==> src/hw/pinmux_bus_pkg.sv <==
/* Register bus types for the pinmux block
   Request and write-strobe structs, plus byte-lane helpers */
package pinmux_bus_pkg;

  // Widths on the native register bus
  typedef logic [7:0]  reg_addr_t;
  typedef logic [31:0] reg_data_t;
  typedef logic [3:0]  reg_be_t;
  // Word index, address bits 6:2
  typedef logic [4:0]  reg_idx_t;

  // Master request as driven on the pins
  typedef struct packed {
    logic      cs;
    logic      wr;
    reg_addr_t addr;
    reg_data_t wdata;
    reg_be_t   be;
  } reg_req_t;

  // Decoded write strobe to the register blocks
  typedef struct packed {
    // Write cycle present
    logic      wr_en;
    // Write in its ack cycle
    logic      commit;
    reg_idx_t  idx;
    reg_be_t   be;
    reg_data_t data;
  } reg_wr_t;

  // --------------------
  // Byte-lane helpers

  // Spread byte enables to a bit mask
  function automatic reg_data_t be_mask(input reg_be_t be);
    return {{8{be[3]}}, {8{be[2]}}, {8{be[1]}}, {8{be[0]}}};
  endfunction

  // Enabled lanes from din, the rest kept
  function automatic reg_data_t be_merge(input reg_data_t cur, input reg_data_t din,
                                         input reg_be_t be);
    reg_data_t m;
    m = be_mask(be);
    return (cur & ~m) | (din & m);
  endfunction

endpackage

==> src/hw/pinmux_map_pkg.sv <==
/* Register map of the global and pin-mux block
   Word indices, field positions, interrupt widths and readback words */
package pinmux_map_pkg;

  // Mapped words, indices 0 to 13
  localparam int NUM_WORDS = 14;

  // --------------------
  // Word indices
  localparam pinmux_bus_pkg::reg_idx_t IDX_CHIP_ID    = 5'd0;
  localparam pinmux_bus_pkg::reg_idx_t IDX_GLBL_CFG0  = 5'd1;
  localparam pinmux_bus_pkg::reg_idx_t IDX_GLBL_CFG1  = 5'd2;
  localparam pinmux_bus_pkg::reg_idx_t IDX_INTR_MASK  = 5'd3;
  localparam pinmux_bus_pkg::reg_idx_t IDX_INTR_STAT  = 5'd4;
  // GPIO words
  localparam pinmux_bus_pkg::reg_idx_t IDX_GPIO_IN    = 5'd5;
  localparam pinmux_bus_pkg::reg_idx_t IDX_GPIO_OUT   = 5'd6;
  localparam pinmux_bus_pkg::reg_idx_t IDX_GPIO_DIR   = 5'd7;
  localparam pinmux_bus_pkg::reg_idx_t IDX_GPIO_TYPE  = 5'd8;
  // Status, write 1 to clear
  localparam pinmux_bus_pkg::reg_idx_t IDX_GPIO_ISTAT = 5'd9;
  // Status alias, write 1 to set
  localparam pinmux_bus_pkg::reg_idx_t IDX_GPIO_ISET  = 5'd10;
  localparam pinmux_bus_pkg::reg_idx_t IDX_GPIO_IMASK = 5'd11;
  localparam pinmux_bus_pkg::reg_idx_t IDX_GPIO_POS   = 5'd12;
  localparam pinmux_bus_pkg::reg_idx_t IDX_GPIO_NEG   = 5'd13;

  // --------------------
  // Interrupt widths
  typedef logic [7:0]  hw_irq_t;
  typedef logic [15:0] irq_lines_t;
  typedef logic [2:0]  user_irq_t;

  // Soft resets, all active low
  typedef struct packed {
    logic [1:0] cpu_core_rst_n;
    logic       cpu_intf_rst_n;
    logic       qspim_rst_n;
    logic       sspim_rst_n;
    logic       i2cm_rst_n;
    logic       usb_rst_n;
    logic [1:0] uart_rst_n;
  } rst_ctrl_t;

  // Bit positions in configuration word 0, bit 7 spare
  localparam int CFG0_CPU_INTF_RST = 0;
  localparam int CFG0_QSPIM_RST    = 1;
  localparam int CFG0_SSPIM_RST    = 2;
  localparam int CFG0_UART0_RST    = 3;
  localparam int CFG0_I2CM_RST     = 4;
  localparam int CFG0_USB_RST      = 5;
  localparam int CFG0_UART1_RST    = 6;
  // Two bits, one per core
  localparam int CFG0_CPU_CORE_RST = 8;

  // Readback words, one slot per index
  typedef pinmux_bus_pkg::reg_data_t [NUM_WORDS-1:0] rd_words_t;

endpackage

==> src/hw/pinmux_bus_front.sv <==
/* Register bus front end
   One-cycle ack, word decode and the write strobe to the register blocks */
`timescale 1ns/1ps

module pinmux_bus_front (
  input  logic                     mclk,
  input  logic                     h_reset_n,
  input  pinmux_bus_pkg::reg_req_t req,
  output logic                     ack,
  output pinmux_bus_pkg::reg_wr_t  wr,
  output logic                     rd_capture,
  output pinmux_bus_pkg::reg_idx_t rd_idx
);

  // Word index from the byte address
  pinmux_bus_pkg::reg_idx_t idx;

  assign idx = req.addr[6:2];

  // --------------------
  // Ack generation
  // High for one cycle, one clock after cs
  always_ff @(posedge mclk or negedge h_reset_n) begin
    if (!h_reset_n) begin
      ack <= 1'b0;
    end else begin
      ack <= req.cs & ~ack;
    end
  end

  // --------------------
  // Write strobe
  always_comb begin
    wr.wr_en  = req.cs & req.wr;
    // Status registers act here only
    wr.commit = req.cs & req.wr & ack;
    wr.idx    = idx;
    wr.be     = req.be;
    wr.data   = req.wdata;
  end

  // Read word sampled in the cycle before ack
  assign rd_capture = req.cs & ~req.wr & ~ack;
  assign rd_idx     = idx;

endmodule

==> src/hw/pinmux_glbl_regs.sv <==
/* Global registers
   Chip ID, soft-reset configuration and pulse/RISC-V control word */
`timescale 1ns/1ps

module pinmux_glbl_regs #(
  parameter pinmux_bus_pkg::reg_data_t CHIP_ID_WORD = 32'h8268_1301
) (
  input  logic                           mclk,
  input  logic                           h_reset_n,
  input  pinmux_bus_pkg::reg_wr_t        wr,
  output pinmux_map_pkg::rst_ctrl_t      rst_ctrl,
  output logic [9:0]                     cfg_pulse_1us,
  output logic [15:0]                    cfg_riscv_ctrl,
  output wire pinmux_map_pkg::rd_words_t rd_words
);

  // Configuration words 0 and 1
  pinmux_bus_pkg::reg_data_t cfg0;
  pinmux_bus_pkg::reg_data_t cfg1;

  // Byte-wise writes on every matching write cycle
  always_ff @(posedge mclk or negedge h_reset_n) begin
    if (!h_reset_n) begin
      cfg0 <= '0;
      cfg1 <= '0;
    end else if (wr.wr_en) begin
      if (wr.idx == pinmux_map_pkg::IDX_GLBL_CFG0) begin
        cfg0 <= pinmux_bus_pkg::be_merge(cfg0, wr.data, wr.be);
      end
      if (wr.idx == pinmux_map_pkg::IDX_GLBL_CFG1) begin
        cfg1 <= pinmux_bus_pkg::be_merge(cfg1, wr.data, wr.be);
      end
    end
  end

  // --------------------
  // Soft resets, held low until software sets them
  always_comb begin
    rst_ctrl.cpu_intf_rst_n = cfg0[pinmux_map_pkg::CFG0_CPU_INTF_RST];
    rst_ctrl.qspim_rst_n    = cfg0[pinmux_map_pkg::CFG0_QSPIM_RST];
    rst_ctrl.sspim_rst_n    = cfg0[pinmux_map_pkg::CFG0_SSPIM_RST];
    rst_ctrl.i2cm_rst_n     = cfg0[pinmux_map_pkg::CFG0_I2CM_RST];
    rst_ctrl.usb_rst_n      = cfg0[pinmux_map_pkg::CFG0_USB_RST];
    rst_ctrl.uart_rst_n     = {cfg0[pinmux_map_pkg::CFG0_UART1_RST],
                               cfg0[pinmux_map_pkg::CFG0_UART0_RST]};
    rst_ctrl.cpu_core_rst_n = cfg0[pinmux_map_pkg::CFG0_CPU_CORE_RST +: 2];
  end

  // Pulse divider low, RISC-V control high
  assign cfg_pulse_1us  = cfg1[9:0];
  assign cfg_riscv_ctrl = cfg1[31:16];

  // Readback slots of this block
  assign rd_words[pinmux_map_pkg::IDX_CHIP_ID]   = CHIP_ID_WORD;
  assign rd_words[pinmux_map_pkg::IDX_GLBL_CFG0] = cfg0;
  assign rd_words[pinmux_map_pkg::IDX_GLBL_CFG1] = cfg1;

endmodule

==> src/hw/pinmux_intr_ctrl.sv <==
/* Global interrupt controller
   Mask and status words, latched hardware requests, masked IRQ outputs */
`timescale 1ns/1ps

module pinmux_intr_ctrl (
  input  logic                           mclk,
  input  logic                           h_reset_n,
  input  pinmux_bus_pkg::reg_wr_t        wr,
  input  pinmux_map_pkg::hw_irq_t        hw_irq,
  output pinmux_map_pkg::irq_lines_t     irq_lines,
  output logic                           soft_irq,
  output pinmux_map_pkg::user_irq_t      user_irq,
  output wire pinmux_map_pkg::rd_words_t rd_words
);

  pinmux_bus_pkg::reg_data_t intr_mask;
  pinmux_bus_pkg::reg_data_t intr_stat;
  // Status byte 0 and bits 19:16 are plain bits
  logic [7:0]                stat_b0;
  logic [3:0]                stat_b2;
  // Byte 1 holds the hardware requests
  pinmux_map_pkg::hw_irq_t   stat_b1;
  logic                      mask_wr;
  logic                      stat_wr;
  logic [7:0]                stat_clr;

  assign mask_wr = wr.wr_en & (wr.idx == pinmux_map_pkg::IDX_INTR_MASK);
  assign stat_wr = wr.wr_en & (wr.idx == pinmux_map_pkg::IDX_INTR_STAT);
  // Write-1-clear once, in the ack cycle
  assign stat_clr = (stat_wr & wr.commit & wr.be[1]) ? wr.data[15:8] : 8'h00;

  always_ff @(posedge mclk or negedge h_reset_n) begin
    if (!h_reset_n) begin
      intr_mask <= '0;
      stat_b0   <= '0;
      stat_b1   <= '0;
      stat_b2   <= '0;
    end else begin
      if (mask_wr) begin
        intr_mask <= pinmux_bus_pkg::be_merge(intr_mask, wr.data, wr.be);
      end
      if (stat_wr & wr.be[0]) begin
        stat_b0 <= wr.data[7:0];
      end
      if (stat_wr & wr.be[2]) begin
        stat_b2 <= wr.data[19:16];
      end
      // Hardware set beats software clear
      stat_b1 <= hw_irq | (stat_b1 & ~stat_clr);
    end
  end

  assign intr_stat = {12'h000, stat_b2, stat_b1, stat_b0};

  // --------------------
  // Masked outputs
  assign irq_lines = intr_stat[15:0] & intr_mask[15:0];
  assign soft_irq  = intr_stat[16] & intr_mask[16];
  assign user_irq  = intr_stat[19:17] & intr_mask[19:17];

  assign rd_words[pinmux_map_pkg::IDX_INTR_MASK] = intr_mask;
  assign rd_words[pinmux_map_pkg::IDX_INTR_STAT] = intr_stat;

endmodule

==> src/hw/pinmux_gpio_regs.sv <==
/* GPIO registers
   Input synchroniser, pad configuration, interrupt status and mask */
`timescale 1ns/1ps

module pinmux_gpio_regs (
  input  logic                           mclk,
  input  logic                           h_reset_n,
  input  pinmux_bus_pkg::reg_wr_t        wr,
  input  pinmux_bus_pkg::reg_data_t      gpio_in_data,
  input  pinmux_bus_pkg::reg_data_t      gpio_int_event,
  output pinmux_bus_pkg::reg_data_t      cfg_gpio_data_in,
  output pinmux_bus_pkg::reg_data_t      cfg_gpio_out_data,
  output pinmux_bus_pkg::reg_data_t      cfg_gpio_dir_sel,
  output pinmux_bus_pkg::reg_data_t      cfg_gpio_out_type,
  output pinmux_bus_pkg::reg_data_t      cfg_gpio_posedge_int_sel,
  output pinmux_bus_pkg::reg_data_t      cfg_gpio_negedge_int_sel,
  output logic                           gpio_intr,
  output wire pinmux_map_pkg::rd_words_t rd_words
);

  // Synchroniser stages
  pinmux_bus_pkg::reg_data_t in_s;
  pinmux_bus_pkg::reg_data_t in_ss;
  pinmux_bus_pkg::reg_data_t data_in;
  // Configuration words
  pinmux_bus_pkg::reg_data_t out_data;
  pinmux_bus_pkg::reg_data_t dir_sel;
  pinmux_bus_pkg::reg_data_t out_type;
  pinmux_bus_pkg::reg_data_t int_mask;
  pinmux_bus_pkg::reg_data_t pos_sel;
  pinmux_bus_pkg::reg_data_t neg_sel;
  // Interrupt status and its set/clear terms
  pinmux_bus_pkg::reg_data_t int_stat;
  pinmux_bus_pkg::reg_data_t stat_set;
  pinmux_bus_pkg::reg_data_t stat_clr;
  // Write data on the enabled lanes only
  pinmux_bus_pkg::reg_data_t wr_bits;
  logic                      istat_hit;
  logic                      iset_hit;

  // --------------------
  // Pin input, three flops to the register
  always_ff @(posedge mclk or negedge h_reset_n) begin
    if (!h_reset_n) begin
      in_s    <= '0;
      in_ss   <= '0;
      data_in <= '0;
    end else begin
      in_s    <= gpio_in_data;
      in_ss   <= in_s;
      data_in <= in_ss;
    end
  end

  // --------------------
  // Plain configuration words
  always_ff @(posedge mclk or negedge h_reset_n) begin
    if (!h_reset_n) begin
      out_data <= '0;
      dir_sel  <= '0;
      out_type <= '0;
      int_mask <= '0;
      pos_sel  <= '0;
      neg_sel  <= '0;
    end else if (wr.wr_en) begin
      case (wr.idx)
        pinmux_map_pkg::IDX_GPIO_OUT:
          out_data <= pinmux_bus_pkg::be_merge(out_data, wr.data, wr.be);
        pinmux_map_pkg::IDX_GPIO_DIR:
          dir_sel  <= pinmux_bus_pkg::be_merge(dir_sel, wr.data, wr.be);
        pinmux_map_pkg::IDX_GPIO_TYPE:
          out_type <= pinmux_bus_pkg::be_merge(out_type, wr.data, wr.be);
        pinmux_map_pkg::IDX_GPIO_IMASK:
          int_mask <= pinmux_bus_pkg::be_merge(int_mask, wr.data, wr.be);
        pinmux_map_pkg::IDX_GPIO_POS:
          pos_sel  <= pinmux_bus_pkg::be_merge(pos_sel, wr.data, wr.be);
        pinmux_map_pkg::IDX_GPIO_NEG:
          neg_sel  <= pinmux_bus_pkg::be_merge(neg_sel, wr.data, wr.be);
        default: ;
      endcase
    end
  end

  // --------------------
  // Interrupt status
  // Clear through index 9, set through index 10
  assign istat_hit = wr.commit & (wr.idx == pinmux_map_pkg::IDX_GPIO_ISTAT);
  assign iset_hit  = wr.commit & (wr.idx == pinmux_map_pkg::IDX_GPIO_ISET);
  assign wr_bits   = wr.data & pinmux_bus_pkg::be_mask(wr.be);
  assign stat_clr  = istat_hit ? wr_bits : '0;
  assign stat_set  = gpio_int_event | (iset_hit ? wr_bits : '0);

  // Events posted win over host clears
  always_ff @(posedge mclk or negedge h_reset_n) begin
    if (!h_reset_n) begin
      int_stat <= '0;
    end else begin
      int_stat <= stat_set | (int_stat & ~stat_clr);
    end
  end

  // Single request to the global controller
  assign gpio_intr = |(int_stat & int_mask);

  assign cfg_gpio_data_in         = data_in;
  assign cfg_gpio_out_data        = out_data;
  assign cfg_gpio_dir_sel         = dir_sel;
  assign cfg_gpio_out_type        = out_type;
  assign cfg_gpio_posedge_int_sel = pos_sel;
  assign cfg_gpio_negedge_int_sel = neg_sel;

  // Readback, index 10 mirrors the status
  assign rd_words[pinmux_map_pkg::IDX_GPIO_IN]    = data_in;
  assign rd_words[pinmux_map_pkg::IDX_GPIO_OUT]   = out_data;
  assign rd_words[pinmux_map_pkg::IDX_GPIO_DIR]   = dir_sel;
  assign rd_words[pinmux_map_pkg::IDX_GPIO_TYPE]  = out_type;
  assign rd_words[pinmux_map_pkg::IDX_GPIO_ISTAT] = int_stat;
  assign rd_words[pinmux_map_pkg::IDX_GPIO_ISET]  = int_stat;
  assign rd_words[pinmux_map_pkg::IDX_GPIO_IMASK] = int_mask;
  assign rd_words[pinmux_map_pkg::IDX_GPIO_POS]   = pos_sel;
  assign rd_words[pinmux_map_pkg::IDX_GPIO_NEG]   = neg_sel;

endmodule

==> src/hw/pinmux_read_path.sv <==
/* Register read path
   Word select over the map and the registered read data */
`timescale 1ns/1ps

module pinmux_read_path (
  input  logic                      mclk,
  input  logic                      h_reset_n,
  input  logic                      rd_capture,
  input  pinmux_bus_pkg::reg_idx_t  rd_idx,
  input  pinmux_map_pkg::rd_words_t rd_words,
  output pinmux_bus_pkg::reg_data_t rdata
);

  // Selected word, zero past the map
  pinmux_bus_pkg::reg_data_t rd_sel;

  always_comb begin
    rd_sel = '0;
    if (rd_idx < pinmux_map_pkg::NUM_WORDS) begin
      rd_sel = rd_words[rd_idx];
    end
  end

  // --------------------
  // Read data register
  // Loaded the cycle before ack, held until the next read
  always_ff @(posedge mclk or negedge h_reset_n) begin
    if (!h_reset_n) begin
      rdata <= '0;
    end else if (rd_capture) begin
      rdata <= rd_sel;
    end
  end

endmodule

==> src/hw/pinmux_regs.sv <==
/* Global and pin-mux register block
   Bus front end, global, interrupt and GPIO registers, read path */
`timescale 1ns/1ps

module pinmux_regs #(
  parameter pinmux_bus_pkg::reg_data_t CHIP_ID_WORD = 32'h8268_1301
) (
  input  logic                       mclk,
  input  logic                       h_reset_n,
  // Register bus
  input  pinmux_bus_pkg::reg_req_t   req,
  output pinmux_bus_pkg::reg_data_t  rdata,
  output logic                       ack,
  // Global control
  output pinmux_map_pkg::rst_ctrl_t  rst_ctrl,
  output logic [9:0]                 cfg_pulse_1us,
  output logic [15:0]                cfg_riscv_ctrl,
  // Interrupts
  input  logic [1:0]                 ext_intr_in,
  input  logic                       usb_intr,
  input  logic                       i2cm_intr,
  input  logic [2:0]                 timer_intr,
  output pinmux_map_pkg::irq_lines_t irq_lines,
  output logic                       soft_irq,
  output pinmux_map_pkg::user_irq_t  user_irq,
  // GPIO
  input  pinmux_bus_pkg::reg_data_t  gpio_in_data,
  input  pinmux_bus_pkg::reg_data_t  gpio_int_event,
  output pinmux_bus_pkg::reg_data_t  cfg_gpio_data_in,
  output pinmux_bus_pkg::reg_data_t  cfg_gpio_out_data,
  output pinmux_bus_pkg::reg_data_t  cfg_gpio_dir_sel,
  output pinmux_bus_pkg::reg_data_t  cfg_gpio_out_type,
  output pinmux_bus_pkg::reg_data_t  cfg_gpio_posedge_int_sel,
  output pinmux_bus_pkg::reg_data_t  cfg_gpio_negedge_int_sel
);

  pinmux_bus_pkg::reg_wr_t   wr;
  logic                      rd_capture;
  pinmux_bus_pkg::reg_idx_t  rd_idx;
  // Each register block drives its own slots
  wire pinmux_map_pkg::rd_words_t rd_words;
  logic                      gpio_intr;
  pinmux_map_pkg::hw_irq_t   hw_irq;

  // Hardware requests, GPIO on top
  assign hw_irq = {gpio_intr, ext_intr_in, usb_intr, i2cm_intr, timer_intr};

  pinmux_bus_front u_bus_front (
    .mclk       (mclk),
    .h_reset_n  (h_reset_n),
    .req        (req),
    .ack        (ack),
    .wr         (wr),
    .rd_capture (rd_capture),
    .rd_idx     (rd_idx)
  );

  pinmux_glbl_regs #(
    .CHIP_ID_WORD (CHIP_ID_WORD)
  ) u_glbl_regs (
    .mclk           (mclk),
    .h_reset_n      (h_reset_n),
    .wr             (wr),
    .rst_ctrl       (rst_ctrl),
    .cfg_pulse_1us  (cfg_pulse_1us),
    .cfg_riscv_ctrl (cfg_riscv_ctrl),
    .rd_words       (rd_words)
  );

  pinmux_intr_ctrl u_intr_ctrl (
    .mclk      (mclk),
    .h_reset_n (h_reset_n),
    .wr        (wr),
    .hw_irq    (hw_irq),
    .irq_lines (irq_lines),
    .soft_irq  (soft_irq),
    .user_irq  (user_irq),
    .rd_words  (rd_words)
  );

  pinmux_gpio_regs u_gpio_regs (
    .mclk                     (mclk),
    .h_reset_n                (h_reset_n),
    .wr                       (wr),
    .gpio_in_data             (gpio_in_data),
    .gpio_int_event           (gpio_int_event),
    .cfg_gpio_data_in         (cfg_gpio_data_in),
    .cfg_gpio_out_data        (cfg_gpio_out_data),
    .cfg_gpio_dir_sel         (cfg_gpio_dir_sel),
    .cfg_gpio_out_type        (cfg_gpio_out_type),
    .cfg_gpio_posedge_int_sel (cfg_gpio_posedge_int_sel),
    .cfg_gpio_negedge_int_sel (cfg_gpio_negedge_int_sel),
    .gpio_intr                (gpio_intr),
    .rd_words                 (rd_words)
  );

  pinmux_read_path u_read_path (
    .mclk       (mclk),
    .h_reset_n  (h_reset_n),
    .rd_capture (rd_capture),
    .rd_idx     (rd_idx),
    .rd_words   (rd_words),
    .rdata      (rdata)
  );

endmodule

==> config.mk <==
export PLATFORM = sky130hd
export DESIGN_NAME = pinmux_regs
export DESIGN_NICKNAME = d
export VERILOG_FILES = /design/src/hw/pinmux_bus_pkg.sv /design/src/hw/pinmux_map_pkg.sv /design/src/hw/pinmux_bus_front.sv /design/src/hw/pinmux_glbl_regs.sv /design/src/hw/pinmux_intr_ctrl.sv /design/src/hw/pinmux_gpio_regs.sv /design/src/hw/pinmux_read_path.sv /design/src/hw/pinmux_regs.sv
export SDC_FILE = /design/constraint.sdc
export NUM_CORES = 1
export LEC_CHECK = 0
export ABC_AREA = 0
export BUFFER_PORTS_ARGS = -buffer_cell sky130_fd_sc_hd__buf_2
export CAP_MARGIN = 20
export CORE_AREA = 3 3 195 197
export CTS_CLUSTER_SIZE = 28
export DETAILED_ROUTE_END_ITERATION = 6
export DIE_AREA = 0 0 198 200
export PLACE_DENSITY = 0.92
export SETUP_SLACK_MARGIN = 0.3
export SLEW_MARGIN = 20
export SYNTH_ARGS = -nofsm -noshare
export SYNTH_HDL_FRONTEND = slang
export SYNTH_SLANG_ARGS = --single-unit
==> constraint.sdc <==
create_clock -name mclk -period 3.7 [get_ports mclk]
set_input_delay 0.74 -clock mclk [delete_from_list [all_inputs] [get_ports mclk]]
set_output_delay 0.74 -clock mclk [all_outputs]
set_load 0.02 [all_outputs]
==> results of run 1 <==
worst min path at each step:
| stage | endpoint | slack [ns] | from |
|---|---|---|---|
| after detailed placement | u_gpio_regs.cfg_gpio_data_in[11] | 0.33 | u_gpio_regs.in_ss[11] |
| after CTS | u_gpio_regs.in_s[12] | 0.22 | gpio_in_data[12] |
| after global routing | u_gpio_regs.in_s[12] | 0.22 | gpio_in_data[12] |
| after floorplan | u_gpio_regs.cfg_gpio_data_in[0] | 0.33 | u_gpio_regs.in_ss[0] |
| after global placement | u_gpio_regs.cfg_gpio_data_in[30] | 0.33 | u_gpio_regs.in_ss[30] |
| final | u_gpio_regs.in_ss[22] | 0.19 | h_reset_n |
through the flow:
stage | area [µm²] | utilization (%) | hold slack, ns | setup WS [ns]
floorplan | 22200 | - | 0.331 | 1.50
global placement | 23100 | 63.3 | 0.331 | 0.672
detailed placement | 23100 | 63.3 | 0.335 | 0.583
CTS | 24700 | 67.9 | 0.220 | 1.19
global route | 24800 | 68.0 | 0.224 | 1.07
finish | 24800 | 68.0 | 0.191 | 1.11
synthesized netlist by cell type, types with 7 or more instances:
cell / number / area [µm²]
a211oi_1: 16 / 120
a21o_1: 7 / 52.6
a21oi_1: 16 / 80.1
a221o_1: 38 / 380
a221oi_1: 20 / 175
a222oi_1: 17 / 170
a22o_1: 7 / 61.3
a22oi_1: 16 / 120
a2bb2oi_1: 7 / 61.3
and2_1: 20 / 125
buf_2: 24 / 120
buf_4: 242 / 1820
clkbuf_1: 54 / 203
dfrtp_1: 469 / 11700
inv_1: 7 / 26.3
mux2_1: 9 / 101
mux2_2: 323 / 3640
mux2i_1: 112 / 1120
mux4_2: 31 / 698
nand2_1: 87 / 327
nand2b_1: 7 / 43.8
nand3_1: 8 / 40.0
nor2_1: 9 / 33.8
nor2_2: 7 / 43.8
nor4b_1: 8 / 70.1
o21ai_0: 11 / 55.1
o221ai_1: 18 / 158
power by group through the flow:
stage | logic [mW] | registers, mW | clock network [mW]
final | 1.65 | 5.74 | 5.17
after global routing | 1.75 | 5.77 | 5.43
after detailed placement | 1.63 | 5.82 | 0
after global placement | 1.58 | 5.79 | 0
after floorplan | 1.25 | 5.75 | 0
after CTS | 1.65 | 5.73 | 5.21
final cells by class:
type	instances	area, µm²
tap	468	586
timing repair buffer	439	2430
inverter	7	26.3
multi-input combinational	853	8270
clock buffer	73	1480
antenna	9	22.5
sequential	469	11700
fill	2447	11700
clock inverter	15	219
routing by layer:
layer	GRT usage, %	vias up
met5	0	-
met4	17.0	4
met3	8.74	234
met2	53.5	883
met1	41.9	7757
li1	-	6169
kinds of logic after synthesis:
kind of cell           after synthesis  share of synthesized area (%)
and+or+nand+nor                    195                           5.29
muxes                              475                           25.0
buffers and inverters              336                           10.0
DFF                                469                           52.8
AOI/OAI and AO/OA                  183                           6.87
==> run summary, run 1 <==
Most used DFF post-synth: dfrtp_1
Area Overhead vs Synth: 11.4%
Unrepaired setup endpoints after global routing: no
Worst-path clk slew: 0.06 ns
Min Tclk post-route: 2.59 ns
Final WL: 66900 µm
Starting Density: 61.0%
Critical path depth: 6
GRT Total Usage: 33.2%
F_max: 387 MHz
Post-Route Skew: 0.0301 ns
CP max FO: 17
Synth warn: 0
Antenna violations before repair: 9
Layout cells sized above 1: 49.1%
Core ar.: 0.0364 mm²
Post-route ant nets: 0
Setup Buffers After CTS: 0
CP arrival: 3.05 ns
Vias per inst: 6.45
Least-Margin Pin Slew: 0.839 ns
Met2 wire length: 31800 µm
IO Count: 399
Mapped Cells: 1658
CTS sink count: 469
Cell Chain, Critical Path: buf_2 -> nand3b_4 -> nand2b_1 -> nor2_2 -> buf_4 -> mux2_2
Finish-stage setup viols: 0
Chip height: 200 µm
Reg power frac: 45.7%
WL/cell: 28.7 µm
Worst hold path type: in2async
Final HPWL from detailed placement: 44400 µm
Total CTS buffers: 48
Skew-Pair Late Insertion Delay: 0.60 ns
Outcome: finished, final reports clean
Via count: 15047
Die Width: 198 µm
Mapped Area: 0.0222 mm²
DRT iter0 DRCs: 1057
Final Hold Vio Count: 0
Max-Cap Viols: 0
Max stage delay on crit path: 0.58 ns
Htree depth: 2
Synthesized flop and latch total: 469
Worst Setup SP: req[42]
CP top delay family: simple AND/OR/NAND/NOR gates
Bufs on Longest Clock Path: 3
Power per cell area: 507 mW/mm²
Vias in the first global route: 15811
Syn avg cell area: 13.4 µm²
Largest net degree at the start of global routing: 98
Async set-reset flop share out of synthesis: 100%
Root Buffer: clkbuf_16
Port Buffer Count: 395
Worst r2r dst: u_read_path.rdata[31]
Slew margin rel.: 44.1%
Post-synth EDFFs: 0
Syn Nets: 1777
R2R depth: 6
Comb pwr share: 13.1%
Total power: 12.6 mW
CP Class: in2reg
GPL Wtd Cong: 0.875
Top sig layer: met5
GRT overflow: 0
Fin Setup TNS: 0 ns
CP startpoint kind: primary input
Worst path bufs/invs: 2
Most common cell after layout, fill and taps aside: dfrtp_1
CP Data Required Time: 4.17 ns
Sw Share: 26.5%
Seq/Total Area, Yosys: 52.8%
Reg-to-reg slack, setup: 1.20 ns
Hold_buf cts: 0
Maximum vdd drop: 0.000492 V
Drt pass-1 iters: 6
Leak: 12.3 nW
DR WL met3: 6030 µm
Die Area: 0.0396 mm²
FP Rows: 70
R2r startpoint: u_bus_front.ack
CTS resizes: 0
DP Cell Count: 2236
DRC errors left: 0
Clk pwr share: 41.2%
Most frequent cells in the layout: dfrtp_1, buf_2, mux2_2
Critical-path top delay cell: nand2b_1
Final period util: 69.9%
Max-slew violations: 0
Met1 WL: 25500 µm
Yosys cell types: 54
Fin cells: 2333
Setup crit end kind: register
Nets: 1937
Wire length of the first global-routing pass: 97700 µm
CTS tree: done
P_int: 9.24 mW
Sw power: 3.33 mW
Power figures use the tool's default switching activity.
==> run 2: changes to the inputs <==
ABC_AREA = 1   (was 0)
CORE_AREA = 3 3 204 206   (was 3 3 195 197)
DIE_AREA = 0 0 207 209   (was 0 0 198 200)
PLACE_DENSITY = 0.86   (was 0.92)
clock period = 2.5 ns   (was 3.7 ns; I/O delays follow)
==> run 2 against run 1 <==
Compared with the run above: setup slack got worse by 0.47 ns; clock power rose by 50%; clock-buffer cell count fell by 11; first-iteration DRC count rose to 2.6 times the previous value; final area rose by 3.0%; power rose by 49%; area after synthesis rose by 1.7%.
==> run summary, run 2 <==
Post-route cell area: 0.0255 mm²
Post-Route Skew: 0.0322 ns
Mapped Area: 0.0226 mm²
Vias in the first global route: 19653
Area contributors post-synth: dfrtp_1, nand2_1, o21ai_0
Synthesized flop and latch total: 469
Bufs on Longest Clock Path: 3
CP Class: in2reg
Final Hold Vio Count: 0
DRC errors left: 0
Worst-path clk slew: 0.06 ns
Chip height: 209 µm
FP Rows: 73
CP arrival: 2.32 ns
Min Tclk post-route: 1.86 ns
GRT Total Usage: 32.0%
Top cell type's share of synthesized area: 51.9%
Die Area: 0.0433 mm²
WL/cell: 19.8 µm
DP Cell Count: 3451
Core ar.: 0.0398 mm²
Slew margin rel.: 46.5%
DRT iter0 DRCs: 2699
Syn Nets: 2967
Vias per inst: 5.70
Mapped Cells: 2848
Fin cells: 3565
Most frequent cells in the layout: nand2_1, dfrtp_1, buf_2
Starting Density: 56.8%
R2R depth: 6
Worst hold path type: in2reg
GPL Wtd Cong: 0.936
Setup crit end kind: register
Most common cell after layout, fill and taps aside: nand2_1
Reg-to-reg slack, setup: 0.79 ns
IO Count: 399
GRT overflow: 0
Port Buffer Count: 395
Final period util: 74.4%
Nets: 3122
Hold Path Depth: 1
Via count: 20303
Drt pass-1 iters: 6
Setup WS post-layout: 0.640 ns
Max-Cap Viols: 0
Htree depth: 2
Synth top cells by count: nand2_1, dfrtp_1, o21ai_0, nand3_1, buf_4
Maximum vdd drop: 0.000595 V
CP max FO: 16
Seq/Total Area, Yosys: 51.9%
Largest net degree at the start of global routing: 99
Yosys cell types: 24
Synth warn: 0
Hold_ws: 0.0243 ns
Outcome: finished, final reports clean
Area leader, netlist: dfrtp_1
Power per cell area: 734 mW/mm²
CTS tree: done
Max-slew violations: 0
F_max: 538 MHz
Count leader, synth: nand2_1
Antenna violations before repair: 6
Final WL: 70400 µm
Total CTS buffers: 49
Post-route core utilization: 64.1%
Fin Setup TNS: 0 ns
Wire length of the first global-routing pass: 110000 µm
Final HPWL from detailed placement: 47800 µm
CTS sink count: 469
Layout cells sized above 1: 18.1%
Skew-Pair Late Insertion Delay: 0.61 ns
Syn avg cell area: 7.94 µm²
CP Data Required Time: 2.96 ns
Unrepaired setup endpoints after global routing: no
Die Width: 207 µm
Most used DFF post-synth: dfrtp_1
Post-synth EDFFs: 0
Leak: 13.8 nW
Post-route ant nets: 0
Area Overhead vs Synth: 12.8%
Total power: 18.7 mW
Placed cell area: 0.0235 mm²
DP Worst Slack: 0.0981 ns
CP startpoint kind: primary input
Finish-stage setup viols: 0
Least-Margin Pin Slew: 0.803 ns
Root Buffer: clkbuf_16
Async set-reset flop share out of synthesis: 100%
==> run 2: cell types whose count changed in the layout (fill, tap and decap cells not counted), sizes merged, moves of 26 or more <==
| cell | delta |
|---|---|
| o21ai | +341 |
| nand3b | +29 |
| mux4 | -31 |
| mux2 | -332 |
| nand3 | +242 |
| a221o | -38 |
| nand2 | +1111 |
| dlygate4sd3 | +26 |
| mux2i | -112 |
| inv | +110 |
==> run 2: repair_timing <==
item	CTS	global route
setup buffers	0	0
endpoints found under the hold margin	74	0
gates resized for setup	0	0
hold buffers	26	0
==> run 2: worst max-delay path, stage by stage <==
cell and delay (ns):
buf_2 0.11, nand2_2 0.14, nor2_1 0.41, buf_4 0.25, nand3_1 0.47, o21ai_0 0.44
==> run 2: worst paths after layout <==
kind	startpoint	end
worst min register to register	u_gpio_regs.in_ss[24]	u_gpio_regs.cfg_gpio_data_in[24]
max in group asynchronous	h_reset_n	asynchronous set/reset pin
worst min-delay path	gpio_in_data[15]	u_gpio_regs.in_s[15]
worst max-delay path	req[44]	register
worst max register to register	u_bus_front.ack	u_read_path.rdata[17]
min in group asynchronous	h_reset_n	u_gpio_regs.in_s[6]
==> run 2: cells by family after synthesis <==
family / Yosys count / share of synthesized area, %
and+or+nand+nor: 1518 / 27.5
buffers and inverters: 489 / 12.1
DFF: 469 / 51.9
AOI/OAI and AO/OA: 372 / 8.46
==> run 2: routing by layer <==
metal / part of all wire [%] / vias up / global-route usage [%]
li1: - / 9155 / -
met1: 38 / 9558 / 42.5
met2: 46 / 1333 / 50.0
met3: 11 / 249 / 6.92
met4: 5.4 / 8 / 16.3
met5: 0.082 / - / 0
==> run 2: final cells by class <==
cell class,count,area (µm²)
Inverter,118,447
Timing Repair Buffer,475,2790
Clock buffer,62,1380
Sequential cell,469,11700
Clock inverter,24,339
Multi-Input combinational cell,1890,8160
Tap cell,525,657
Fill cell,3260,14300
Antenna cell,2,5.00
==> run 2: power breakdown <==
group | switching [mW] | internal (mW) | leakage (nW)
registers | 0.414 | 8.10 | 6.01
logic | 1.71 | 0.763 | 6.93
clock network | 3.11 | 4.63 | 0.838
